$ cat src/verilog/demosaic_pkg.sv
`default_nettype none

package demosaic_pkg;

	typedef logic [7:0] pixel_t;
	typedef logic [15:0] coord_t;
	typedef logic [31:0] activity_t;

	// Colour of the sensor site under the window centre
	typedef enum logic [1:0] {
		PH_GREEN = 2'd0,
		PH_RED   = 2'd1,
		PH_BLUE  = 2'd2
	} bayer_phase_t;

	// 3x3 neighbourhood with rows top to bottom and columns left to right
	typedef struct packed {
		pixel_t up_l;
		pixel_t up_c;
		pixel_t up_r;
		pixel_t mid_l;
		pixel_t mid_c;
		pixel_t mid_r;
		pixel_t dn_l;
		pixel_t dn_c;
		pixel_t dn_r;
	} window_t;

	// Describes the window centre
	typedef struct packed {
		coord_t       x;
		coord_t       y;
		bayer_phase_t phase;
		logic         live;
		logic         last;
	} tag_t;

	typedef struct packed {
		pixel_t r;
		pixel_t g;
		pixel_t b;
	} rgb_t;

	localparam int DEF_WIDTH  = 1920;
	localparam int DEF_HEIGHT = 1080;

	// Activity bounds in ascending order, index 0 first
	localparam activity_t [3:0] DEF_T_BOUNDS = {32'd292965, 32'd146484, 32'd102539, 32'd73242};

	// Threshold per bound, last entry used above every bound
	localparam pixel_t [4:0] T_LEVELS = {8'd8, 8'd15, 8'd20, 8'd40, 8'd50};

endpackage

`default_nettype wire
$ cat src/verilog/frame_threshold.sv
`timescale 1ns/10ps
`default_nettype none

module frame_threshold import demosaic_pkg::*; #(
	parameter activity_t [3:0] T_BOUNDS = DEF_T_BOUNDS
) (
	input  wire logic      clk,
	input  wire logic      reset,
	input  wire logic      pix_valid,
	input  wire activity_t act_inc,
	input  wire logic      act_en,
	input  wire logic      frame_last,
	output pixel_t         t_value,
	output logic           frame_done
);

	activity_t sum;
	activity_t total;
	logic      done_q;

	// First level whose bound exceeds the sum
	function automatic pixel_t level_of(activity_t s);
		pixel_t lvl;
		lvl = T_LEVELS[4];
		for (int i = 3; i >= 0; i--) begin
			if (s < T_BOUNDS[i]) begin
				lvl = T_LEVELS[i];
			end
		end
		return lvl;
	endfunction

	assign total = act_en ? sum + act_inc : sum;

	always_ff @(posedge clk) begin
		if (reset) begin
			sum     <= '0;
			t_value <= '0;
			done_q  <= 1'b0;
		end else if (pix_valid) begin
			done_q <= frame_last;
			if (frame_last) begin
				t_value <= level_of(total);
				sum     <= '0;
			end else begin
				sum <= total;
			end
		end
	end

	// Pending done is shown on the next beat only
	assign frame_done = done_q & pix_valid;

endmodule

`default_nettype wire

$ cat config.mk
export PLATFORM = sky130hd
export DESIGN_NAME = frame_threshold
export DESIGN_NICKNAME = d
export VERILOG_FILES = /design/src/verilog/demosaic_pkg.sv /design/src/verilog/frame_threshold.sv
export SDC_FILE = /design/constraint.sdc
export NUM_CORES = 1
export LEC_CHECK = 0
export BUFFER_PORTS_ARGS = -buffer_cell sky130_fd_sc_hd__buf_2
export CAP_MARGIN = 20
export CORE_MARGIN = 4
export CORE_UTILIZATION = 62
export CTS_BUF_LIST = sky130_fd_sc_hd__clkbuf_8
export CTS_CLUSTER_SIZE = 28
export DETAILED_ROUTE_END_ITERATION = 8
export PLACE_DENSITY = 0.84
export SYNTH_ARGS = -nofsm -noshare
export SYNTH_HDL_FRONTEND = slang
export SYNTH_SLANG_ARGS = --single-unit
export TNS_END_PERCENT = 50
$ cat constraint.sdc
create_clock -name clk -period 5.05 [get_ports clk]
set_clock_uncertainty 0.15 [all_clocks]
set_input_delay 1.01 -clock clk [delete_from_list [all_inputs] [get_ports clk]]
set_output_delay 1.01 -clock clk [all_outputs]
set_load 0.02 [all_outputs]
Word level (Yosys, flattened, before mapping)
Index checks and enable logic that the tools add are counted.
- add/subtract/negate cells: 1
- multipliers: 0
- divide/modulo/power cells: 0
- magnitude comparators: 4
- equality and inequality tests: 0
- shift operators: 0
- muxes and demuxes: 6
- bitwise gates (word level): 1
- reduce and logical (&&, ||, !) cells: 1
- operator list (cell ; number):
    less-than comparator 32 x 17 -> 1 bit, second input constant ; 2
    two-way mux 32 bit ; 2
    adder 32 bit ; 1
    less-than comparator 32 x 18 -> 1 bit, second input constant ; 1
    less-than comparator 32 x 19 -> 1 bit, second input constant ; 1
    two-way mux 8 bit ; 3
    two-way mux 3 bit ; 1
    AND reduction 2 bit ; 1
    AND 1 bit ; 1
- flip-flop bits (word level): 41
- latch bits: 0
- bits in writable memories: 0
- bits in read-only memories: 0
- input bits: 37
- output and inout bits: 9
- memories kept: 0

Logic depth before layout (Yosys ltp)
- depth in word-level cells: 7
- depth in mapped cells: 13

Worst setup path before layout
Ideal clock, no wire load.
- path kind: in2reg
- from: input act_inc[0]
- to: register t_value[3]
- data arrival time: 3.608 ns
- data required time: 4.814 ns
- slack: 1.206 ns
- cell stages on the path: 12
- path through: ha_1 inv_1 fa_1 nor2b_1 o31a_1 o21ai_0 o311ai_0 and2_1 nand4_1 a31o_2 a21o_1 a211oi_1
- word-level cells in the longest chain between the ends: 6
- elaborated cells on any way between the ends: 8
- ends and longest elaborated chain (element ; RTL line ; RTL):
    from (decl) ; frame_threshold.sv:10 ; input wire activity_t act_inc,
    adder 32 bit (*) ; frame_threshold.sv:33 ; assign total = act_en ? sum + act_inc : sum;
    two-way mux 32 bit (*) ; frame_threshold.sv:33 ;
    less-than comparator 32 x 18 -> 1 bit ; frame_threshold.sv:26 ; if (s < T_BOUNDS[i]) begin
    two-way mux 8 bit (2 in series) ; frame_threshold.sv:26 ;
    two-way mux 8 bit (*) ; frame_threshold.sv:26 ;
    to (signal assigned) ; frame_threshold.sv:43 ; t_value <= level_of(total);
    to (decl) ; frame_threshold.sv:13 ; output pixel_t t_value,
Every way passes the cells marked *; elsewhere a longest branch is shown, timed or not.
A chain may end at the register's enable or synchronous reset.

Worst setup path after layout
Ends and elaborated chain as after synthesis.

==> flow_metrics.env <==
export IMPL_reg2reg_depth=12
export IMPL_critPathCaptureType="flop"
export IMPL_dp_hpwl_mm=9.90
export IMPL_cts_hold_buf=0
export IMPL_seq_area_frac_synth_pct=18.5
export IMPL_p_leak_nw=1.85
export IMPL_synth_warnings=0
export IMPL_cp_slowest_cell="o311ai_0"
export IMPL_grt_pass1_vias=4271
export IMPL_yosys_top_cells_count="65 x a21oi_1, 65 x nor2_1, 62 x nand2_1"
export IMPL_dp_cells=685
export IMPL_setup_ws_ns=0.726
export IMPL_regArea_um2=781
export IMPL_drt_antenna_violating_nets=0
export IMPL_insertion_delay_ns=0.31
export IMPL_grt_max_degree=37
export IMPL_cts_buffers=5
export IMPL_hold_depth=2
export IMPL_worstSetupPathType="input pin to flop"
export IMPL_post_route_period_util_pct=85.6
export IMPL_grt_setup_unrepaired="false"
export IMPL_critPathTopFamily="compound AO/OA/AOI/OAI gates"
export IMPL_cts_sinks=39
export IMPL_ctsResizeCount=0
export IMPL_synth_cells=596
export IMPL_yosysTopAreaCell="dfxtp_1"
export IMPL_crit_chain="buf_2, ha_1, inv_1, fa_1, nor2b_1, o31a_1, o21ai_0, o311ai_0, and2_1, nand4_1, a31o_2, a21o_1, a211oi_1"
export IMPL_start_util_pct=65.0
export IMPL_hold_path_end="t_value[2]"
export IMPL_htreeDepth=2
export IMPL_layoutNonFillerInstCount=693
export IMPL_gr_total_overflow=0
export IMPL_drive_gt1_share_pct=11.7
export IMPL_synth_top_cell_area_share_pct=18.5
export IMPL_post_cts_setup_buffer_count=0
export IMPL_final_max_slew_viol_count=0
export IMPL_core_um2=6490
export IMPL_synth_seq_cells=39
export IMPL_start_kind="input pin"
export IMPL_clock_path_buffers=2
export IMPL_vias=4868
export IMPL_status="completed"
export IMPL_portBuffers=43
export IMPL_cts_tree="yes"
export IMPL_antenna_found_initial=0
export IMPL_die_w_um=90.5
export IMPL_synth_distinct_cells=68
export IMPL_wl_per_cell_um=19.1
export IMPL_finalSetupTns_ns=0
export IMPL_tightest_slew_ns=0.790
export IMPL_max_freq_ghz=0.231
export IMPL_drt_wl_total_mm=13.2
export IMPL_cellPowerDensity_nw_per_um2=213
export IMPL_multiInputGateArea_um2=3250
export IMPL_pre_cts_ws_ns=0.566
export IMPL_max_slew_margin_pct=46.8
export IMPL_synth_cell_area_um2=4220
export IMPL_nNetsFinal=684
export IMPL_dieArea_um2=8190
export IMPL_drt_pass1_iterations=5
export IMPL_synth_area_per_cell_um2=7.08
export IMPL_holdWs_ns=0.312
export IMPL_worst_path_buf_inv=2
export IMPL_path_max_fanout=6
export IMPL_pin_count=46
export IMPL_async_flop_share_pct=0
export IMPL_gp_congestion=1.11
export IMPL_drv_cap=0
export IMPL_total_power_w=0.000971
export IMPL_synth_edf_count=0
export IMPL_reg2reg_to="t_value[3]"
export IMPL_min_path_type="flop to flop"
export IMPL_ys_flop_type="dfxtp_1"
export IMPL_synthTopCellsByArea="dfxtp_1 18%, ha_1 9.2%, a21oi_1 7.7%"
export IMPL_synthToLayoutAreaGrowth_pct=7.94
export IMPL_arrival_ns=4.39
export IMPL_reg2reg_setup_slack_ns=1.10
export IMPL_max_stage_delay_ns=0.67
export IMPL_setup_viol=0
export IMPL_drtIter0Drc=527
export IMPL_diodes=0
export IMPL_period_needed_ns=4.32
export IMPL_grt_pass1_wl_mm=21.1
export IMPL_n_fill_cell=575
export IMPL_hold_start="t_value[2]"
export IMPL_die_y_um=90.5
export IMPL_hold_viol_final=0
export IMPL_std_cell_rows=29
export IMPL_grt_use_total_pct=30.9
export IMPL_path_clk_slew_ns=0.10
export IMPL_drc=0
export IMPL_cts_root_buf="clkbuf_8"
export IMPL_r2r_start="sum[0]"
export IMPL_cp_required_ns=5.12
export IMPL_avgViaCountPerCell=7.02
export IMPL_vdd_drop_max_uv=166
cell usage in the layout, fill, tap and decap left out, types with 8 or more instances in the layout:
cell,netlist,routed
o21a_1,9,9
mux2i_1,9,9
nor2_1,65,65
inv_1,11,11
nand3_1,19,19
o21ai_0,28,28
a21o_1,13,13
dfxtp_1,39,39
a21oi_1,65,65
nand4_1,16,16
buf_2,6,43
and4_1,8,8
a22oi_1,21,21
ha_1,31,31
nor4_1,8,8
nor2b_1,9,9
a31oi_1,12,12
nand2_1,62,62
nor3_1,18,18
sequential cells by signal, summed over array words and instances, names as in the netlist:
signal and cells:
t_value 6, done_q 1, sum 32
metal layers:
layer,routed length [um],track usage (%),up-vias
met2,5440,44.9,308
li1,-,-,2319
met4,269,7.27,0
met3,1650,7.75,29
met1,5860,45.2,2212
met5,0,0,-
worst max path at each step:
stage                     startpoint         end  cells after the start
after floorplan           act_inc[0]  t_value[3]                     12
after global placement    act_inc[0]  t_value[3]                     13
after detailed placement  act_inc[0]  t_value[3]                     13
after CTS                 act_inc[0]  t_value[3]                     13
final                     act_inc[0]  t_value[3]                     13
after global routing      act_inc[0]  t_value[3]                     13
layout make-up:
class | instances | share of cell area [%]
clock buffer | 5 | 1.51
multi-input combinational | 509 | 71.2
inverter | 12 | 0.988
sequential | 39 | 17.1
timing repair buffer | 48 | 5.55
tap | 77 | 2.11
clock inverter | 3 | 1.48
worst register-to-register path, stage by stage (launching register included):
cell and delay [ns]:
dfxtp_1 0.39, ha_1 0.23, inv_1 0.07, fa_1 0.40, nor2b_1 0.25, o31a_1 0.29, o21ai_0 0.32, o311ai_0 0.67
and2_1 0.27, nand4_1 0.14, a31o_2 0.31, a21o_1 0.16, a211oi_1 0.22
stage by stage:
step           area, um^2  util, %
2_1_floorplan        4230        -
6_report             4560     70.2
5_1_grt              4560     70.2
3_5_place_dp         4420     68.1
4_1_cts              4560     70.2
3_3_place_gp         4420     68.1
power breakdown:
part	internal, W	switching (W)	total (W)
combinational	0.000114	0.000198	0.000313
sequential	0.000317	0.0000106	0.000328
clock	0.000197	0.000133	0.000330
total	0.000629	0.000342	0.000971
logic make-up (layout without fill, tap and decap cells):
family	count (synthesis)	count (layout)	synth area share [%]
and+or+nand+nor	233	233	27.2
other	1	2	0.0888
xor gates and xnor gates	11	11	2.28
buffers and inverters	49	68	4.71
muxes	13	13	3.20
adders and majority gates	32	32	9.66
AOI/OAI and AO/OA	218	218	34.3
DFF	39	39	18.5
Note: power is estimated with default switching activity, not from simulation.
