===== src/verilog/demosaic_pkg.sv =====
`default_nettype none

package demosaic_pkg;

	typedef logic [7:0] pixel_t;
	typedef logic [15:0] coord_t;
	typedef logic [31:0] activity_t;

	// Colour of the sensor site under the window centre
	typedef enum logic [1:0] {
		PH_GREEN = 2'd0,
		PH_RED   = 2'd1,
		PH_BLUE  = 2'd2
	} bayer_phase_t;

	// 3x3 neighbourhood with rows top to bottom and columns left to right
	typedef struct packed {
		pixel_t up_l;
		pixel_t up_c;
		pixel_t up_r;
		pixel_t mid_l;
		pixel_t mid_c;
		pixel_t mid_r;
		pixel_t dn_l;
		pixel_t dn_c;
		pixel_t dn_r;
	} window_t;

	// Describes the window centre
	typedef struct packed {
		coord_t       x;
		coord_t       y;
		bayer_phase_t phase;
		logic         live;
		logic         last;
	} tag_t;

	typedef struct packed {
		pixel_t r;
		pixel_t g;
		pixel_t b;
	} rgb_t;

	localparam int DEF_WIDTH  = 1920;
	localparam int DEF_HEIGHT = 1080;

	// Activity bounds in ascending order, index 0 first
	localparam activity_t [3:0] DEF_T_BOUNDS = {32'd292965, 32'd146484, 32'd102539, 32'd73242};

	// Threshold per bound, last entry used above every bound
	localparam pixel_t [4:0] T_LEVELS = {8'd8, 8'd15, 8'd20, 8'd40, 8'd50};

endpackage

`default_nettype wire

===== src/verilog/green_estimator.sv =====
`timescale 1ns/10ps
`default_nettype none

module green_estimator import demosaic_pkg::*; #(
	parameter int WIDTH  = DEF_WIDTH,
	parameter int HEIGHT = DEF_HEIGHT
) (
	input  wire logic    clk,
	input  wire logic    reset,
	input  wire logic    pix_valid,
	input  wire window_t win,
	input  wire tag_t    tag,
	output rgb_t         rgb,
	output logic         out_valid,
	output activity_t    act_inc,
	output logic         act_en,
	output logic         frame_last
);

	localparam coord_t LAST_X = coord_t'(WIDTH - 1);
	localparam coord_t LAST_Y = coord_t'(HEIGHT - 1);

	function automatic pixel_t abs_diff(pixel_t a, pixel_t b);
		return (a > b) ? a - b : b - a;
	endfunction

	// Truncated mean
	function automatic pixel_t mean2(pixel_t a, pixel_t b);
		logic [8:0] s;
		s = {1'b0, a} + {1'b0, b};
		return s[8:1];
	endfunction

	// Stage 1
	pixel_t h_a1, h_b1, v_a1, v_b1;
	pixel_t gh1, gv1;

	// Stage 2
	pixel_t h2, v2;
	pixel_t gh2, gv2, ghv2;

	// Stage 3
	pixel_t     green3;
	logic [8:0] act3;
	tag_t       tag3;
	pixel_t     centre3;

	beat_delay #(.payload_t(tag_t), .DEPTH(3)) tag_delay (
		.clk       (clk),
		.reset     (reset),
		.pix_valid (pix_valid),
		.din       (tag),
		.dout      (tag3)
	);

	beat_delay #(.payload_t(pixel_t), .DEPTH(3)) centre_delay (
		.clk       (clk),
		.reset     (reset),
		.pix_valid (pix_valid),
		.din       (win.mid_c),
		.dout      (centre3)
	);

	always_ff @(posedge clk) begin
		if (pix_valid) begin
			// Neighbours outside the frame count as zero
			h_a1 <= (tag.x == '0) ? '0 : win.mid_l;
			h_b1 <= (tag.x == LAST_X) ? '0 : win.mid_r;
			v_a1 <= (tag.y == '0) ? '0 : win.up_c;
			v_b1 <= (tag.y == LAST_Y) ? '0 : win.dn_c;

			if (tag.x == '0) begin
				gh1 <= win.mid_r;
			end else if (tag.x == LAST_X) begin
				gh1 <= win.mid_l;
			end else begin
				gh1 <= mean2(win.mid_l, win.mid_r);
			end

			if (tag.y == '0) begin
				gv1 <= win.dn_c;
			end else if (tag.y == LAST_Y) begin
				gv1 <= win.up_c;
			end else begin
				gv1 <= mean2(win.up_c, win.dn_c);
			end

			h2   <= abs_diff(h_a1, h_b1);
			v2   <= abs_diff(v_a1, v_b1);
			gh2  <= gh1;
			gv2  <= gv1;
			ghv2 <= mean2(gh1, gv1);
		end
	end

	always_ff @(posedge clk) begin
		if (reset) begin
			green3 <= '0;
			act3   <= '0;
		end else if (pix_valid) begin
			// Interpolate along the direction with the smaller gradient
			if (h2 > v2) begin
				green3 <= gv2;
			end else if (h2 < v2) begin
				green3 <= gh2;
			end else begin
				green3 <= ghv2;
			end
			act3 <= {1'b0, h2} + {1'b0, v2};
		end
	end

	always_comb begin
		rgb = '0;
		case (tag3.phase)
			PH_RED: begin
				rgb.r = centre3;
				rgb.g = green3;
			end
			PH_BLUE: begin
				rgb.g = green3;
				rgb.b = centre3;
			end
			default: rgb.g = centre3;
		endcase
	end

	assign out_valid  = tag3.live & pix_valid;
	assign act_inc    = activity_t'(act3);
	assign act_en     = tag3.live && (tag3.phase != PH_GREEN);
	assign frame_last = tag3.last;

endmodule

`default_nettype wire


===== src/verilog/beat_delay.sv =====
`timescale 1ns/10ps
`default_nettype none

module beat_delay import demosaic_pkg::*; #(
	parameter type payload_t = pixel_t,
	parameter int  DEPTH     = 1
) (
	input  wire logic     clk,
	input  wire logic     reset,
	input  wire logic     pix_valid,
	input  wire payload_t din,
	output payload_t      dout
);

	payload_t stage [DEPTH];

	always_ff @(posedge clk) begin
		if (reset) begin
			stage <= '{default: '0};
		end else if (pix_valid) begin
			stage[0] <= din;
			for (int i = 1; i < DEPTH; i++) begin
				stage[i] <= stage[i-1];
			end
		end
	end

	assign dout = stage[DEPTH-1];

endmodule

`default_nettype wire


===== config.mk =====
export PLATFORM = sky130hd
export DESIGN_NAME = green_estimator
export DESIGN_NICKNAME = d
export VERILOG_FILES = /design/src/verilog/demosaic_pkg.sv /design/src/verilog/green_estimator.sv /design/src/verilog/beat_delay.sv
export SDC_FILE = /design/constraint.sdc
export NUM_CORES = 1
export LEC_CHECK = 0
export ABC_AREA = 1
export ABC_CLOCK_PERIOD_IN_PS = 4180
export BUFFER_PORTS_ARGS = -buffer_cell sky130_fd_sc_hd__buf_2
export CORE_MARGIN = 2
export CORE_UTILIZATION = 50
export DETAILED_ROUTE_END_ITERATION = 6
export PLACE_DENSITY = 0.72
export SETUP_SLACK_MARGIN = 0.4
export SYNTH_ARGS = -nofsm -noshare
export SYNTH_HDL_FRONTEND = slang
export SYNTH_HIERARCHICAL = 1
export SYNTH_SLANG_ARGS = --single-unit
export TNS_END_PERCENT = 1

===== constraint.sdc =====
create_clock -name clk -period 4.18 [get_ports clk]
set_input_delay 1.045 -clock clk [delete_from_list [all_inputs] [get_ports clk]]
set_output_delay 1.045 -clock clk [all_outputs]
set_load 0.01 [all_outputs]

# Yosys cells after proc, flatten, opt, wreduce, memory -nomap -nowiden
# Cells that the tools add are included.
# word_totals
regBits	141
latch_bits	0
ramBits	0
rom_bits	0
elab_cells	58
n_memories	0
# op_classes
add_sub_neg	8
n_mul	0
div_mod_pow	0
magnitude_cmp	4
eq_ne	4
shifts	0
n_mux	11
bitwise_logic	1
reduce_logical	5
# op_table
operator	n
$mux W8	11
$add A8 B8 Y9	4
$eq A16 B11 Y1 const B	2
$logic_not A16 Y1	2
$sub A8 B8 Y8	4
$gt A8 B8 Y1	3
$lt A8 B8 Y1	1
$eq A2 B1 Y1 const B	1
$eq A2 B2 Y1 const B	1
$reduce_bool A2 Y1	1
$reduce_or A2 Y1	1
$and A1 B1 Y1	1
$logic_and A1 B1 Y1	1

# Longest topological paths before layout
# Gate-level depths: netlist (run 1).
# depth
word_depth	3
depth_mapped	13
ltp_nobuf	13

# Hierarchy
# Netlist (run 1), hierarchy kept.
# modules_own_cells
module	n_inst	cells_per_inst	area_each_um2	seq_area_each_um2
green_estimator	1	960	7646.1	2982.9
beat_delay at tag_delay	1	720	4719.5	2162.1
beat_delay at centre_delay	1	160	1044.8	480.5

# Worst setup path after synthesis (run 1)
# OpenSTA, ideal clock, no wires.
# synth_path
kind	in2out
from	input port pix_valid
to	output port out_valid
t_arrival_ns	1.436
t_required_ns	3.135
setup_slack_ns	1.699
stages	3
cell_sequence	clkbuf_1 nand2_1 inv_1
# synth_via
elab_chain_len	1
# synth_lines
item	line_no	source
from (decl)	green_estimator.sv:10	input wire logic pix_valid,
$and A1 B1 Y1	green_estimator.sv:128	assign out_valid = tag3.live & pix_valid;
to (decl)	green_estimator.sv:14	output logic out_valid,
# No other way between the ends.

==> results of run 1 <==
-- cell type report --
| cell class | count | area, um^2 |
|---|---|---|
| fill | 1687 | 7750 |
| multi-input combinational | 797 | 4340 |
| sequential | 141 | 3700 |
| inverter | 220 | 826 |
| timing repair buffer | 115 | 597 |
| clock buffer | 19 | 433 |
| tap | 229 | 287 |
| clock inverter | 13 | 143 |
-- through the flow --
| step | instances | hold WS, ns | util (%) | instance area, um^2 | power (mW) |
|---|---|---|---|---|---|
| 2_1_floorplan | 1234 | 0.426 | - | 9380 | 2.71 |
| 3_3_place_gp | 1502 | 0.440 | 53.9 | 9760 | 2.96 |
| 3_5_place_dp | 1502 | 0.451 | 53.9 | 9760 | 2.99 |
| 4_1_cts | 1534 | 0.463 | 57.1 | 10300 | 4.46 |
| 5_1_grt | 1534 | 0.481 | 57.1 | 10300 | 4.71 |
| 6_report | 1534 | 0.462 | 57.1 | 10300 | 4.43 |
-- placed cells by master, fill, tap and decap left out, types with 44 or more instances in the layout --
master	n
nand2_1	264
o21ai_0	52
nor2_1	188
buf_2	113
nand3_1	44
ha_1	70
dfxtp_1	53
edfxtp_1	88
a21oi_1	44
inv_1	215
-- path summary, 6_finish.rpt --
path               end  cells after the start               from
max            rgb[13]                      4  tag_delay/dout[2]
min             gv2[2]                      0             gv1[2]
max reg2reg  green3[1]                      8              h2[7]
min reg2reg     gv2[2]                      0             gv1[2]
-- power breakdown --
group / switching (mW) / internal [mW]
combinational: 0.724 / 0.449
sequential: 0.105 / 1.70
clock: 0.576 / 0.879
total: 1.41 / 3.03
-- layer usage --
| metal | part of all wire (%) | track usage [%] | up-vias |
|---|---|---|---|
| li1 | - | - | 3894 |
| met1 | 47 | 23.6 | 3149 |
| met2 | 47 | 30.7 | 174 |
| met3 | 4.4 | 3.15 | 25 |
| met4 | 2.0 | 6.75 | 0 |
| met5 | 0 | 0 | - |
==> metrics.md, run 1 <==
| Metric | Value |
|---|---|
| Slew margin rel. | `45.0%` |
| Fmax | `349 MHz` |
| Die width | `140 um` |
| Worst hold path class | `flop to flop` |
| FF-to-FF setup slack | `2.02 ns` |
| Mapped Area | `9300 um^2` |
| Die area | `19700 um^2` |
| Max FFs per register | `16` |
| CTS Sinks | `141` |
| Initial antenna violation count | `0` |
| Final period util | `68.6%` |
| Routability cong. | `0.864` |
| Crit Path Class | `flop to output port` |
| CP Cell Sequence | `inv_1, ha_1, mux2_2, buf_2` |
| 1st-pass router iterations | `5` |
| RSZ-0062 raised after global routing | `false` |
| Total gr overflow | `0` |
| Fin Setup TNS | `0 ns` |
| Largest regs | `centre_delay/stage (16), act3 (9)` |
| Final setup violation count | `0` |
| Vias per cell | `4.72` |
| Worst-Skew Late Latency | `0.42 ns` |
| CTS Buf Count | `17` |
| Reg with most FFs | `centre_delay/stage` |
| Die Y | `140 um` |
| H-tree depth | `4` |
| Status | `complete, no violations` |
| Final Hold Violating Endpoints | `0` |
| Maximum VDD drop | `0.267 mV` |
| Synth Area per Inst | `7.67 um^2` |
| # DRC | `0` |
| Final Routed Wirelength | `17.6 mm` |
| Setup WS post-layout | `1.31 ns` |
| Dpl ws | `1.41 ns` |
| PortBufs | `114` |
| Effective utilization at floorplan | `51.4%` |
| Post-CTS Setup Bufs | `0` |
| Setup crit start kind | `flop` |
| MaxCap Viol Count | `0` |
| N_diodes | `0` |
| Post_cts resized | `0` |
| Clk root buf | `clkbuf_16` |
| Critical path required time | `3.13 ns` |
| Worst EP arrival | `1.82 ns` |
| Layout cells sized above 1 | `12.9%` |
| Vias in the first global route | `6484` |
| Num ports | `170` |
| Crit. End Element | `output port` |
| FP Rows | `49` |
| Largest net degree at the start of global routing | `187` |
| P_leak | `5.45 nW` |
| Worst slew pin tran | `0.825 ns` |
| Warnings, synthesis | `6` |
| Clock skew | `0.00724 ns` |
| CTS max path bufs | `2` |
| Post-layout nets | `1481` |
| Post-synthesis cell count | `1212` |
| # hold bufs at CTS | `0` |
| Core footprint | `18100 um^2` |
| Critical path's largest stage delay | `0.46 ns` |
| First-pass GRT wire length | `29.3 mm` |
| Post-route ant nets | `0` |
| Slowest cell on crit path | `ha_1` |
| Total Routing Usage GR | `18.2%` |
| Worst-path maximum fanout | `8` |
| Iter 0 DRT Violations | `320` |
| HPWL Detailed | `13.3 mm` |
| Pins over their slew limit | `0` |
| WP buf/inv | `2` |
| Min Tclk post-route | `2.87 ns` |
| Pwr dens | `429 nW/um^2` |
| Delay-heaviest family, CP | `adder cells` |
| Vias | `7242` |
| Area Growth Syn to Fin | `11.1%` |
| CTS tree | `done` |
| WL/cell | `11.5 um` |
| CTS clk-pin slew, worst paths | `0.06 ns` |
Note: power is estimated with default switching activity, not from simulation.
==> run 2: changes to the inputs <==
ABC_AREA = 0   (was 1)
ABC_CLOCK_PERIOD_IN_PS = 2900   (was 4180)
PLACE_DENSITY = 0.73   (was 0.72)
clock period = 2.9 ns   (was 4.18 ns; I/O delays follow)
==> metrics.md, run 2 <==
| Metric | Value |
|---|---|
| Status | `complete, no violations` |
| Min Tclk post-route | `2.57 ns` |
| Largest net degree at the start of global routing | `52` |
| CTS clk-pin slew, worst paths | `0.06 ns` |
| Fmax | `390 MHz` |
| Pwr dens | `623 nW/um^2` |
| CTS Buf Count | `17` |
| Crit Path Class | `flop to flop` |
| Final period util | `88.5%` |
| # DRC | `0` |
| Commonest non-fill, non-tap cell in the layout | `buf_2` |
| Die area | `18500 um^2` |
| R2R Path Start | `v_b1[0]` |
| N_diodes | `0` |
| Slew margin rel. | `54.0%` |
| Crit. End Element | `flop` |
| H-tree depth | `4` |
| Core footprint | `17200 um^2` |
| Num ports | `170` |
| HPWL Detailed | `12.5 mm` |
| Mapped Area | `8740 um^2` |
| Worst R2R End | `v2[5]` |
| MaxCap Viol Count | `0` |
| Worst EP arrival | `2.72 ns` |
| Die width | `136 um` |
| FF-to-FF setup slack | `0.33 ns` |
| Met1 usage | `24.0%` |
| RSZ-0062 raised after global routing | `true` |
| Clock skew | `0.0105 ns` |
| Post-route ant nets | `0` |
| 1st-pass router iterations | `4` |
| Synth Area per Inst | `10.1 um^2` |
| Total Routing Usage GR | `18.1%` |
| Largest regs | `centre_delay/stage (16), act3 (9)` |
| WL/cell | `13.9 um` |
| Effective utilization at floorplan | `50.9%` |
| Worst-Skew Late Latency | `0.42 ns` |
| Worst-path maximum fanout | `4` |
| Layout cells sized above 1 | `19.6%` |
| Worst slew pin tran | `0.690 ns` |
| Reg with most FFs | `centre_delay/stage` |
| P_leak | `4.53 nW` |
| Non-Filler Instances | `1198` |
| Clk root buf | `clkbuf_16` |
| Final setup violation count | `0` |
| Gr busiest metal | `met2` |
| CTS tree | `done` |
| Area Growth Syn to Fin | `14.0%` |
| First-pass GRT wire length | `26.4 mm` |
| Fin Setup TNS | `0 ns` |
| Most frequent cells in the layout | `buf_2 (113), edfxtp_1 (88), nor2_1 (80)` |
| Setup crit start kind | `flop` |
| Worst hold path class | `flop to flop` |
| Pins over their slew limit | `0` |
| Iter 0 DRT Violations | `340` |
| Warnings, synthesis | `6` |
| Hold Worst Slack | `0.471 ns` |
| Final Routed Wirelength | `16.6 mm` |
| Total gr overflow | `0` |
| Met2 Track Usage GR | `30.0%` |
| Initial antenna violation count | `0` |
| Final Util | `58.0%` |
| Critical path required time | `3.05 ns` |
| Hold path depth | `0` |
| Post-synthesis cell count | `861` |
| CTS max path bufs | `2` |
| Vias | `6219` |
| # placed instances | `1161` |
| Maximum VDD drop | `0.361 mV` |
| CTS Sinks | `141` |
| Vias per cell | `5.19` |
| GR Util met3 | `3.69%` |
| Routability cong. | `0.927` |
| Reg2Reg Depth | `9` |
| Hold path endpoint | `gv2[7]` |
| Final Hold Violating Endpoints | `0` |
| Die Y | `136 um` |
| FP Rows | `48` |
| PortBufs | `114` |
| Post-layout nets | `1149` |
| Vias in the first global route | `5471` |
| Min-delay src | `gv1[7]` |
| Max FFs per register | `16` |
==> run 2: what timing repair did <==
action	CTS	global route
setup buffers	3	2
pin swaps	3	4
gates resized for setup	4	4
endpoints found under the setup margin	19	21
hold buffers	0	0
==> run 2: worst max-delay path, cell delays in order (launching register included) <==
cell and delay (ns):
edfxtp_1 0.40, ha_2 0.21, fa_2 0.34, and2b_2 0.25, o31ai_4 0.07, a211o_1 0.33, buf_4 0.16, a211oi_2 0.31
or3_1 0.17, a211oi_2 0.06
==> run 2: cell type report <==
| cell class | instances | area, um^2 |
|---|---|---|
| multi-input cells | 607 | 4430 |
| fillers | 1497 | 7220 |
| clock buffers | 24 | 518 |
| well taps | 225 | 282 |
| clock inverters | 8 | 100 |
| inverters | 65 | 244 |
| flip-flops and latches | 141 | 3700 |
| repair buffers | 128 | 682 |
==> run 2: stage by stage <==
step	setup WS [ns]	power, mW	cell area (um^2)
finish	0.334	6.20	9960
global route	0.253	6.54	9960
CTS	0.352	6.23	9920
detailed placement	0.218	4.00	9270
global placement	0.236	3.96	9270
floorplan	0.453	3.64	8820
==> run 2: power by group <==
| part | total, mW | internal [mW] | switching (mW) |
|---|---|---|---|
| logic | 1.42 | 0.643 | 0.773 |
| registers | 2.57 | 2.43 | 0.142 |
| clock network | 2.21 | 1.43 | 0.789 |
==> run 2: per-layer routing <==
layer / up-vias / share of wire [%]
met5: - / 0
li1: 3206 / -
met1: 2833 / 47
met3: 17 / 4.9
met4: 0 / 1.1
met2: 163 / 47
==> run 2: worst max-delay path by stage <==
stage | startpoint | to | slack, ns
after detailed placement | win[25] | gh1[5] | 0.22
final | v_b1[0] | v2[5] | 0.33
after global routing | v_a1[0] | v2[3] | 0.25
after CTS | tag_delay/dout[3] | rgb[12] | 0.35
after global placement | win[25] | gh1[5] | 0.24
after floorplan | pix_valid | out_valid | 0.45
