`config.mk`:
```
export PLATFORM = sky130hd
export DESIGN_NAME = raster_counter
export DESIGN_NICKNAME = d
export VERILOG_FILES = /design/src/verilog/demosaic_pkg.sv /design/src/verilog/raster_counter.sv
export SDC_FILE = /design/constraint.sdc
export NUM_CORES = 1
export LEC_CHECK = 0
export ABC_AREA = 0
export BUFFER_PORTS_ARGS = -buffer_cell sky130_fd_sc_hd__buf_2
export CORE_MARGIN = 4
export CORE_UTILIZATION = 35
export CTS_CLUSTER_SIZE = 16
export DETAILED_ROUTE_END_ITERATION = 8
export HOLD_SLACK_MARGIN = 0.03
export SKIP_LAST_GASP = 1
export SLEW_MARGIN = 25
export SYNTH_ARGS = -nofsm -noshare
export SYNTH_HDL_FRONTEND = slang
export SYNTH_SLANG_ARGS = --single-unit
```
`constraint.sdc`:
```
create_clock -name clk -period 2.5 [get_ports clk]
set_input_delay 0.375 -clock clk [delete_from_list [all_inputs] [get_ports clk]]
set_output_delay 0.375 -clock clk [all_outputs]
set_load 0.05 [all_outputs]
```
`src/verilog/demosaic_pkg.sv`:
```
`default_nettype none

package demosaic_pkg;

	typedef logic [7:0] pixel_t;
	typedef logic [15:0] coord_t;
	typedef logic [31:0] activity_t;

	// Colour of the sensor site under the window centre
	typedef enum logic [1:0] {
		PH_GREEN = 2'd0,
		PH_RED   = 2'd1,
		PH_BLUE  = 2'd2
	} bayer_phase_t;

	// 3x3 neighbourhood with rows top to bottom and columns left to right
	typedef struct packed {
		pixel_t up_l;
		pixel_t up_c;
		pixel_t up_r;
		pixel_t mid_l;
		pixel_t mid_c;
		pixel_t mid_r;
		pixel_t dn_l;
		pixel_t dn_c;
		pixel_t dn_r;
	} window_t;

	// Describes the window centre
	typedef struct packed {
		coord_t       x;
		coord_t       y;
		bayer_phase_t phase;
		logic         live;
		logic         last;
	} tag_t;

	typedef struct packed {
		pixel_t r;
		pixel_t g;
		pixel_t b;
	} rgb_t;

	localparam int DEF_WIDTH  = 1920;
	localparam int DEF_HEIGHT = 1080;

	// Activity bounds in ascending order, index 0 first
	localparam activity_t [3:0] DEF_T_BOUNDS = {32'd292965, 32'd146484, 32'd102539, 32'd73242};

	// Threshold per bound, last entry used above every bound
	localparam pixel_t [4:0] T_LEVELS = {8'd8, 8'd15, 8'd20, 8'd40, 8'd50};

endpackage

`default_nettype wire
```
`src/verilog/raster_counter.sv`:
```
`timescale 1ns/10ps
`default_nettype none

module raster_counter import demosaic_pkg::*; #(
	parameter int WIDTH  = DEF_WIDTH,
	parameter int HEIGHT = DEF_HEIGHT
) (
	input  wire logic clk,
	input  wire logic reset,
	input  wire logic pix_valid,
	output tag_t      tag
);

	// Real pixels plus one padding line and one extra sample
	localparam logic [31:0] LAST_CNT = 32'(WIDTH * (HEIGHT + 1));
	localparam coord_t      LAST_X   = coord_t'(WIDTH - 1);
	localparam coord_t      PAD_Y    = coord_t'(HEIGHT + 1);

	logic [31:0]  cnt;
	coord_t       cx;
	coord_t       cy;
	bayer_phase_t phase;

	always_comb begin
		case ({cy[0], cx[0]})
			2'b01: phase = PH_BLUE;
			2'b10: phase = PH_RED;
			default: phase = PH_GREEN;
		endcase
	end

	always_ff @(posedge clk) begin
		if (reset) begin
			cnt <= '0;
			// First centre after reset lies in the padding line
			cx  <= '0;
			cy  <= coord_t'(HEIGHT);
			tag <= '0;
		end else if (pix_valid) begin
			tag.x     <= cx;
			tag.y     <= cy;
			tag.phase <= phase;
			tag.live  <= (cy < coord_t'(HEIGHT));
			tag.last  <= (cnt == LAST_CNT);

			if (cnt == LAST_CNT) begin
				cnt <= '0;
			end else begin
				cnt <= cnt + 1'b1;
			end

			// Single trailing sample on the second padding line wraps the centre
			if (cy == PAD_Y) begin
				cx <= '0;
				cy <= '0;
			end else if (cx == LAST_X) begin
				cx <= '0;
				cy <= cy + 1'b1;
			end else begin
				cx <= cx + 1'b1;
			end
		end
	end

endmodule

`default_nettype wire

```
* After elaboration in Yosys (flattened, before gate mapping)
Cells that the tools add are included.
** Word-level totals
- Memories :: 0
- RAM bits :: 0
- Bits in registers :: 100
- ROM bits :: 0
- Output and inout port bits :: 36
- Word-level logic and storage cells :: 25
- Bits in latches :: 0
- Bits of input ports :: 3
** Operators by class
- Div/mod/pow operators :: 0
- Shift-type cells :: 0
- Reduce and logical (&&, ||, !) cells :: 2
- Add/subtract/negate cells :: 3
- Order comparisons :: 1
- Bitwise logic cells :: 0
- $mul :: 0
- Mux-type cells :: 6
- Equality and inequality tests :: 5
** Operators by type and width (count)
- $mux 16 :: 4
- $add 16x1->16 const B :: 2
- $add 32x1->32 const B :: 1
- $eq 16x11->1 const B :: 2
- $eq 32x21->1 const B :: 1
- $mux 32 :: 1
- $lt 16x11->1 const B :: 1
- $pmux 2 s2 :: 1
- $eq 2x1->1 const B :: 1
- $eq 2x2->1 const B :: 1
- $reduce_and 2->1 :: 1
- $reduce_bool 2->1 :: 1

* Longest topological paths before layout
Gate-level depths: netlist of the first run.
- Depth after elaboration :: 3
- Depth in mapped cells :: 9
- Gate-level depth less buffers :: 7

* Worst setup path after synthesis of the first run
OpenSTA, ideal clock, no wires.
- Path type :: reg2reg
- From :: reg cx[11]
- To :: reg cy[5]
- Setup slack :: 298 ps
- Arrival time :: 2080 ps
- Cell stages (with the launch flop) :: 7
- Buffers on the path :: 1
- Required time :: 2378 ps
- Path through :: dfxtp_1 -> or4_4 -> or4_1 -> buf_6 -> o21ai_1 -> nand3_1 -> a221o_1
** Between the ends
- Cells in the longest elaborated chain, start to end :: 3
** Ends and longest elaborated chain
- start, declared :: RTL line raster_counter.sv:20 : coord_t cx;
- start signal, assigned :: RTL line raster_counter.sv:60 : cx <= cx + 1'b1;
- $eq 16x11->1 :: RTL line raster_counter.sv:56 : end else if (cx == LAST_X) begin
- $reduce_bool 2->1 (no line)
- $reduce_and 2->1 (no line)
- end signal, assigned :: RTL line raster_counter.sv:37 : cy <= coord_t'(HEIGHT);
- end signal, assigned :: RTL line raster_counter.sv:58 : cy <= cy + 1'b1;
- end, declared :: RTL line raster_counter.sv:21 : coord_t cy;
Every way passes these cells.
A chain may end at the register's enable or synchronous reset.

* Worst setup path after layout of the first run
- From :: reg cx[11]
- To :: reg cx[14]
** Between the ends
- Cells in the longest elaborated chain, start to end :: 3
- Elaborated cells on any way between the ends :: 4
- Classes of those cells :: 1 x add/sub; 1 x eq/ne; 2 x mux
** Ends and longest elaborated chain
- $add 16x1->16 / $eq 16x11->1 (equally long branches) :: RTL line raster_counter.sv:60, raster_counter.sv:56
- $mux 16 (*) :: RTL line raster_counter.sv:56
- $mux 16 (*) :: RTL line raster_counter.sv:53 : if (cy == PAD_Y) begin
Every way passes the cells marked *; elsewhere a longest branch is shown, timed or not.

==> metrics.txt, run 1 <==
placed inst area 4831 um^2; crit-path max FO 13; Max VDD drop 0.3201 mV; Mapped Cells 509; reg-to-reg startpoint cx[11]; Core Area 12,210 um^2; status finished, final reports clean; Worst Tran Pin Value 0.6001 ns; Syn Nets 517; post-detail-place hpwl 6736 um; Worst slew margin 59.69%; Final Skew 0.006813 ns; final net count 550; Leakage 1.950 nW; Worst Reg2Reg Path Length in Cells 6; final wirelength 9746 um; Setup crit end kind register; Sink Count 100; critical path type register to register; Unique masters post-synth 47; first-pass GRT wire length 17,110 um; DR DRC count 0; top-count cell post-synth dfxtp_1; reg2reg setup slack 0.15 ns; CTS tree built; total CTS buffers 9; gr usage total 14.34%; yosys warns 0; Clock Latency Late Sink 0.34 ns; Hold WC Path Type primary input to register; Clock Root Buffer clkbuf_16; First DRT Iteration DRCs 245; Reg clk slew, reported paths 0.06 ns; TritonRoute pass-1 iters 4; Finish-stage setup viols 0; initial antenna violation count 0; Avg WL per Cell 13.65 um; RSZ-0062 raised after global routing no; critical path startpoint category register; setup TNS 0 ns; critical path arrival 2.57 ns; Slew Limit Fails 0; CTS resizes 0; PD cells 597.5 nW/um^2; Worst Path Required 2.72 ns; worst hold start reset; antenna-violating nets left 0; port bufs 38; RR Endpoint cx[14]; fraction of layout cells with a size suffix above 1 13.55%; via count 3,604; GP Congestion 0.8809; MaxCap Viol Count 0; largest net degree at the start of global routing 66; FMAX 425.6 MHz; Final Non-Filler Cells 714; GR Overflow Total 0; Row Count 40; area added between synthesis and finish 15.34%; Final Hold Vio Count 0; post-CTS setup buffers 0; Hold EP tag[0]; number of synthesized register bits 100; H-tree level count 3; Initial Util 36.27%; hold_buf cts 0; post-synth top area share 45.20%; register area share after synthesis 45.20%; final period utilization 93.98%; largest cells by area after synthesis dfxtp_1 (45%), nor2_1 (8.2%), mux2i_1 (6.6%); cell accounting for the most synthesized area dfxtp_1; Async S/R FF share, synth 0%; post-synthesis area per instance 8.702 um^2; n_diodes 0; Mapped Area 4429 um^2; vias in the first global route 3,575; DIE WIDTH 120.5 um; Min-Delay Path Depth 2; Post-synth EDFFs 0; crit path launch cx[11]; dominant synthesized flop cell dfxtp_1; Final min period 2.349 ns; DR vias/cell 5.048; boundary pin count 39; Die ar. 14,520 um^2; Commonest cells post-synth dfxtp_1 (100), nor2_1 (97), nand2_1 (36), mux2i_1 (29); Design Area, Final 5109 um^2; dpl cells 699; die height 120.5 um; Clock Path Buffers 2
==> cells by family after synthesis <==
kind of cell	Yosys count	synth area share, %
compound gates	36	5.170
xor+xnor	49	9.689
fa+ha+maj	5	1.412
buf+inv	38	3.503
flops	100	45.20
mux	29	6.554
simple gates	252	28.47
==> report_power, final <==
part           switching, mW  internal [mW]
clock network          0.579          0.720
registers             0.0112           1.61
logic                 0.0943         0.0431
total                  0.684           2.37
==> how the worst max path moves through the flow <==
stage                         to  slack (ns)  depth (start not counted)
final                     cx[14]        0.15                          6
after global routing       cx[3]        0.02                          6
after CTS                 cx[14]        0.13                          6
after detailed placement  cx[14]        0.14                          6
after global placement     cy[5]        0.20                          6
after floorplan            cy[5]        0.30                          6
==> layout make-up <==
type | count | area, um^2
Fill cell | 1251 | 7103
Multi-Input combinational cell | 371 | 2272
Sequential cell | 100 | 2002
Timing Repair Buffer | 51 | 312.8
Clock buffer | 11 | 252.7
Tap cell | 168 | 210.2
Inverter | 9 | 33.78
Clock inverter | 4 | 25.02
==> worst max-delay path, stage by stage, from the launching register on <==
cell     delay (ns)
dfxtp_1        0.35
or4_4          0.56
or4_1          0.53
buf_4          0.20
nand2_4        0.10
a21o_1         0.38
nor2_1         0.10
==> through the flow <==
| stage | hold WS [ns] | power (mW) | util, % | worst slack [ns] |
|---|---|---|---|---|
| finish | 0.2524 | 3.052 | 41.83 | 0.1505 |
| detailed placement | 0.4578 | 1.791 | 39.56 | 0.1439 |
| global placement | 0.4562 | 1.789 | 39.56 | 0.1966 |
| CTS | 0.2499 | 3.098 | 41.83 | 0.1301 |
| global route | 0.2826 | 3.175 | 41.83 | 0.01876 |
| floorplan | 0.4776 | 1.752 | - | 0.2983 |
==> registers in the layout, indices dropped and copies added (netlist names) <==
| register | count |
|---|---|
| tag | 36 |
| cnt | 32 |
| cx | 16 |
| cy | 16 |
==> layer usage <==
layer | share of wire [%] | global-route usage [%] | wire length, um | vias to the layer above
li1 | - | - | - | 1839
met1 | 47 | 19.13 | 4624 | 1680
met2 | 46 | 22.04 | 4452 | 72
met3 | 4.7 | 2.853 | 462 | 13
met4 | 2.1 | 7.224 | 207 | 0
met5 | 0 | 0 | 0 | -
==> cell usage in the layout, fill, tap and decap left out, types with 4 or more instances in the layout <==
| cell | instances |
|---|---|
| ha_1 | 5 |
| a21oi_1 | 15 |
| nand3_1 | 25 |
| clkbuf_16 | 9 |
| nor3_1 | 15 |
| or3_1 | 9 |
| nand2_1 | 36 |
| mux2i_1 | 29 |
| xnor2_1 | 25 |
| buf_4 | 11 |
| buf_2 | 38 |
| xor2_1 | 24 |
| o21ai_0 | 5 |
| and3_1 | 8 |
| nand4_1 | 20 |
| inv_1 | 9 |
| and4_1 | 4 |
| dfxtp_1 | 100 |
| nor4_1 | 21 |
| nor2_1 | 97 |
Power figures use the tool's default switching activity.
==> run 2: changes to the inputs <==
--- a/config.mk
+++ b/config.mk
@@ -7,7 +7,6 @@
 export LEC_CHECK = 0
 export ABC_AREA = 0
 export BUFFER_PORTS_ARGS = -buffer_cell sky130_fd_sc_hd__buf_2
-export CORE_MARGIN = 4
 export CORE_UTILIZATION = 35
 export CTS_CLUSTER_SIZE = 16
 export DETAILED_ROUTE_END_ITERATION = 8
==> run 2 against run 1 <==
First-iteration DRC count is 24% lower. Critical path depth is 1 lower. Non-clock buffer count is 2 lower. Cell count is 0.14% lower. Clock-buffer cell count is 2 lower. Critical path type unchanged. Largest power group unchanged. Highest routed layer unchanged.
==> metrics.txt, run 2 (synthesis gave the netlist of run 1 again) <==
Initial Util 36.42%; critical path arrival 2.64 ns; FMAX 410.5 MHz; DIE WIDTH 114.5 um; most frequent cells in the layout dfxtp_1 (100), nor2_1 (97), buf_2 (38); fraction of layout cells with a size suffix above 1 13.39%; Worst path slowest cell or4_4; Final Hold Vio Count 0; Sink Count 100; Clock Latency Late Sink 0.34 ns; biggest regs tag: 36 flops, cnt: 32 flops; boundary pin count 39; TritonRoute pass-1 iters 4; Clock Root Buffer clkbuf_16; max FFs per register 36; final net count 548; DR vias/cell 5.088; DR DRC count 0; post-CTS setup buffers 0; Final Hold Slack 0.4639 ns; RSZ-0062 raised after global routing no; Core Area 12,160 um^2; Avg WL per Cell 13.44 um; PD cells 632.9 nW/um^2; Final Skew 0.007007 ns; H-tree level count 3; MaxCap Viol Count 0; CTS tree built; slowest stage delay, CP 0.63 ns; post-route setup slack 0.06419 ns; Row Count 40; total CTS buffers 9; status finished, final reports clean; final period utilization 97.43%; Setup crit end kind register; gr usage total 15.27%; critical path type register to register; Finish-stage setup viols 0; port bufs 38; cell family with most CP delay simple AND/OR/NAND/NOR gates; Worst Path Required 2.70 ns; antenna-violating nets left 0; vias in the first global route 3,221; largest net degree at the start of global routing 66; Slew Limit Fails 0; pre-CTS setup slack 0.1632 ns; commonest non-fill, non-tap cell in the layout dfxtp_1; most flop-heavy register tag; Die ar. 13,110 um^2; setup TNS 0 ns; crit-path max FO 7; Buf/Inv on CP 0; final wirelength 9586 um; post-detail-place hpwl 6373 um; Worst Tran Pin Value 0.6252 ns; first-pass GRT wire length 15,930 um; initial antenna violation count 0; Clock Path Buffers 2; Max VDD drop 0.3456 mV; CTS resizes 0; area added between synthesis and finish 16.02%; Hold WC Path Type register to register; Worst slew margin 58.00%; GR Overflow Total 0; via count 3,628; Final min period 2.436 ns; Reg clk slew, reported paths 0.07 ns; Critical Path, Cell by Cell or4_1 -> or4_4 -> nand2_4 -> a31oi_1 -> a2111oi_1; critical path startpoint category register; First DRT Iteration DRCs 185; n_diodes 0; hold_buf cts 0; GP Congestion 0.8494; die height 114.5 um; Leakage 1.959 nW
-- run 2: cell count changes in the layout (fill, tap and decap cells not counted) --
cell | previous run | this run
bufinv_16 | 0 | 2
clkbuf_8 | 2 | 0
clkinv_2 | 2 | 1
buf_4 | 11 | 9
inv_6 | 0 | 2
-- run 2: per-stage QoR --
| stage | instances | power, mW | area, um^2 | utilization, % |
|---|---|---|---|---|
| 6_report | 713 | 3.252 | 5139 | 42.25 |
| 5_1_grt | 713 | 3.362 | 5139 | 42.25 |
| 2_1_floorplan | 509 | 1.752 | 4429 | - |
| 3_3_place_gp | 697 | 1.787 | 4816 | 39.60 |
| 3_5_place_dp | 697 | 1.789 | 4816 | 39.60 |
| 4_1_cts | 713 | 3.293 | 5139 | 42.25 |
-- run 2: routing by layer --
| metal | GRT usage, % | wire length (um) | up-vias |
|---|---|---|---|
| met4 | 6.147 | 138 | 0 |
| li1 | - | - | 1834 |
| met3 | 3.176 | 438 | 14 |
| met1 | 21.52 | 4791 | 1690 |
| met2 | 22.63 | 4217 | 90 |
| met5 | 0 | 0 | - |
-- run 2: worst paths after layout --
check               start      end  slack [ns]  depth (start not counted)
setup / recovery    cy[7]    cy[7]        0.06                          5
hold reg to reg   tag[25]  tag[25]        0.46                          2
setup reg to reg    cy[7]    cy[7]        0.06                          5
hold / removal    tag[25]  tag[25]        0.46                          2
-- run 2: report_power, final --
part	internal [mW]	switching, mW
registers	1.60	0.0108
logic	0.0412	0.0948
clock network	0.882	0.619
-- run 2: final cells by class --
cell class	instances	area [um^2]
Fill cell	1212	7023
Multi-Input combinational cell	371	2272
Sequential cell	100	2002
Timing Repair Buffer	49	297.8
Clock buffer	9	225.2
Tap cell	168	210.2
Clock inverter	7	97.59
Inverter	9	33.78
-- run 2: tightest hold or removal path, cell delays in order (launching register included) --
cell	delay [ns]
dfxtp_1	0.31
nand2_1	0.06
a21oi_1	0.05
==> run 3: changes to the inputs <==
==> constraint.sdc (replaced) <==
create_clock -name clk -period 2.6 [get_ports clk]
set_input_delay 0.39 -clock clk [delete_from_list [all_inputs] [get_ports clk]]
set_output_delay 0.39 -clock clk [all_outputs]
set_load 0.05 [all_outputs]
==> run 3 against run 2 <==
Flip-flop and latch count did not move. Global-route usage is 0.44 points higher. Maximum frequency shrank 1.4%.
==> metrics.txt, run 3 (synthesis gave the netlist of run 1 again) <==
Worst Path Required 2.84 ns; Worst path slowest cell or4_1; post-detail-place hpwl 6414 um; Reg clk slew, reported paths 0.07 ns; via count 3,631; die height 114.5 um; Clock Root Buffer clkbuf_16; first-pass GRT wire length 16,340 um; critical path type register to register; MaxCap Viol Count 0; Hold WC Path Type primary input to register; Final min period 2.471 ns; First DRT Iteration DRCs 167; CTS resizes 0; H-tree level count 3; GR peak layer met2; largest net degree at the start of global routing 66; final wirelength 9682 um; Design Area, Final 5105 um^2; GR Layer Usage met2 23.64%; FMAX 404.7 MHz; port bufs 38; initial antenna violation count 0; Final Hold Vio Count 0; DR DRC count 0; Avg WL per Cell 13.58 um; worst hold start reset; commonest non-fill, non-tap cell in the layout dfxtp_1; crit path launch cx[11]; placed inst area 4803 um^2; Leakage 1.939 nW; hold_buf cts 0; cell family with most CP delay simple AND/OR/NAND/NOR gates; Clock Path Buffers 2; Setup crit end kind register; Max VDD drop 0.2998 mV; fraction of layout cells with a size suffix above 1 13.58%; final net count 548; Finish-stage setup viols 0; GP Congestion 0.8597; DIE WIDTH 114.5 um; antenna-violating nets left 0; most frequent cells in the layout dfxtp_1 (100), nor2_1 (97), buf_2 (38); final period utilization 95.04%; CTS tree built; biggest regs tag: 36 flops, cnt: 32 flops; PD cells 593.4 nW/um^2; GR Overflow Total 0; boundary pin count 39; Critical Path, Cell by Cell or4_4 -> or4_1 -> o21ai_1 -> nand3_1 -> a221o_1; Row Count 40; Sink Count 100; Final Hold Slack 0.3634 ns; reg-to-reg startpoint cx[11]; TritonRoute pass-1 iters 5; slowest stage delay, CP 0.78 ns; post-CTS setup buffers 0; met1 Use GR 21.73%; vias in the first global route 3,309; Final Skew 0.008744 ns; DR vias/cell 5.093; Clock Latency Late Sink 0.35 ns; Worst Tran Pin Value 0.5605 ns; total CTS buffers 9; crit-path max FO 10; most flop-heavy register tag; Initial Util 36.42%; Die ar. 13,110 um^2; area added between synthesis and finish 15.25%; status finished, final reports clean; RSZ-0062 raised after global routing no; GRT met3 Usage 3.547%; Total Power 3.029 mW; Buf/Inv on CP 0; Slew Limit Fails 0; n_diodes 0; gr usage total 15.71%; critical path startpoint category register; setup TNS 0 ns; Worst slew margin 62.29%; critical path arrival 2.71 ns; Core Area 12,160 um^2; # fillers 1,225; max FFs per register 36
## run 3: cell count changes in the layout (fill, tap and decap cells not counted)
cell | previous run | this run
a21o_1 | 1 | 0
a21o_2 | 0 | 1
buf_12 | 2 | 1
buf_4 | 9 | 10
bufinv_16 | 2 | 1
clkinv_4 | 0 | 1
clkinvlp_4 | 2 | 3
inv_6 | 2 | 1
## run 3: final timing paths
kind	slack, ns	cells past startpoint	end
worst max-delay path	0.13	5	cy[5]
worst min-delay path	0.36	2	cx[0]
worst max register to register	0.13	5	cy[5]
worst min register to register	0.47	2	tag[7]
## run 3: report_power, final
group	switching, mW	leakage [nW]	internal [mW]
logic	0.0902	0.993	0.0378
clock network	0.599	0.138	0.749
registers	0.0104	0.807	1.54
## run 3: per-stage QoR
stage,worst slack [ns],cells,util [%]
floorplan,0.3983,509,-
global placement,0.1529,697,39.50
detailed placement,0.08748,697,39.50
CTS,0.06536,713,41.97
global route,0.05439,713,41.98
finish,0.1290,713,41.98
## run 3: layout make-up
cell class	instances	area, um^2	share of cell area (%)
multi-input combinational	371	2273	44.53
sequential	100	2002	39.22
timing repair buffer	49	285.3	5.588
clock buffer	9	225.2	4.412
tap	168	210.2	4.118
clock inverter	7	75.07	1.471
inverter	9	33.78	0.6618
## run 3: layer usage
metal  vias up  wire length [um]
met5         -                 0
met4         0               131
met3        10               375
met2        77              4330
met1      1699              4844
li1       1845                 -
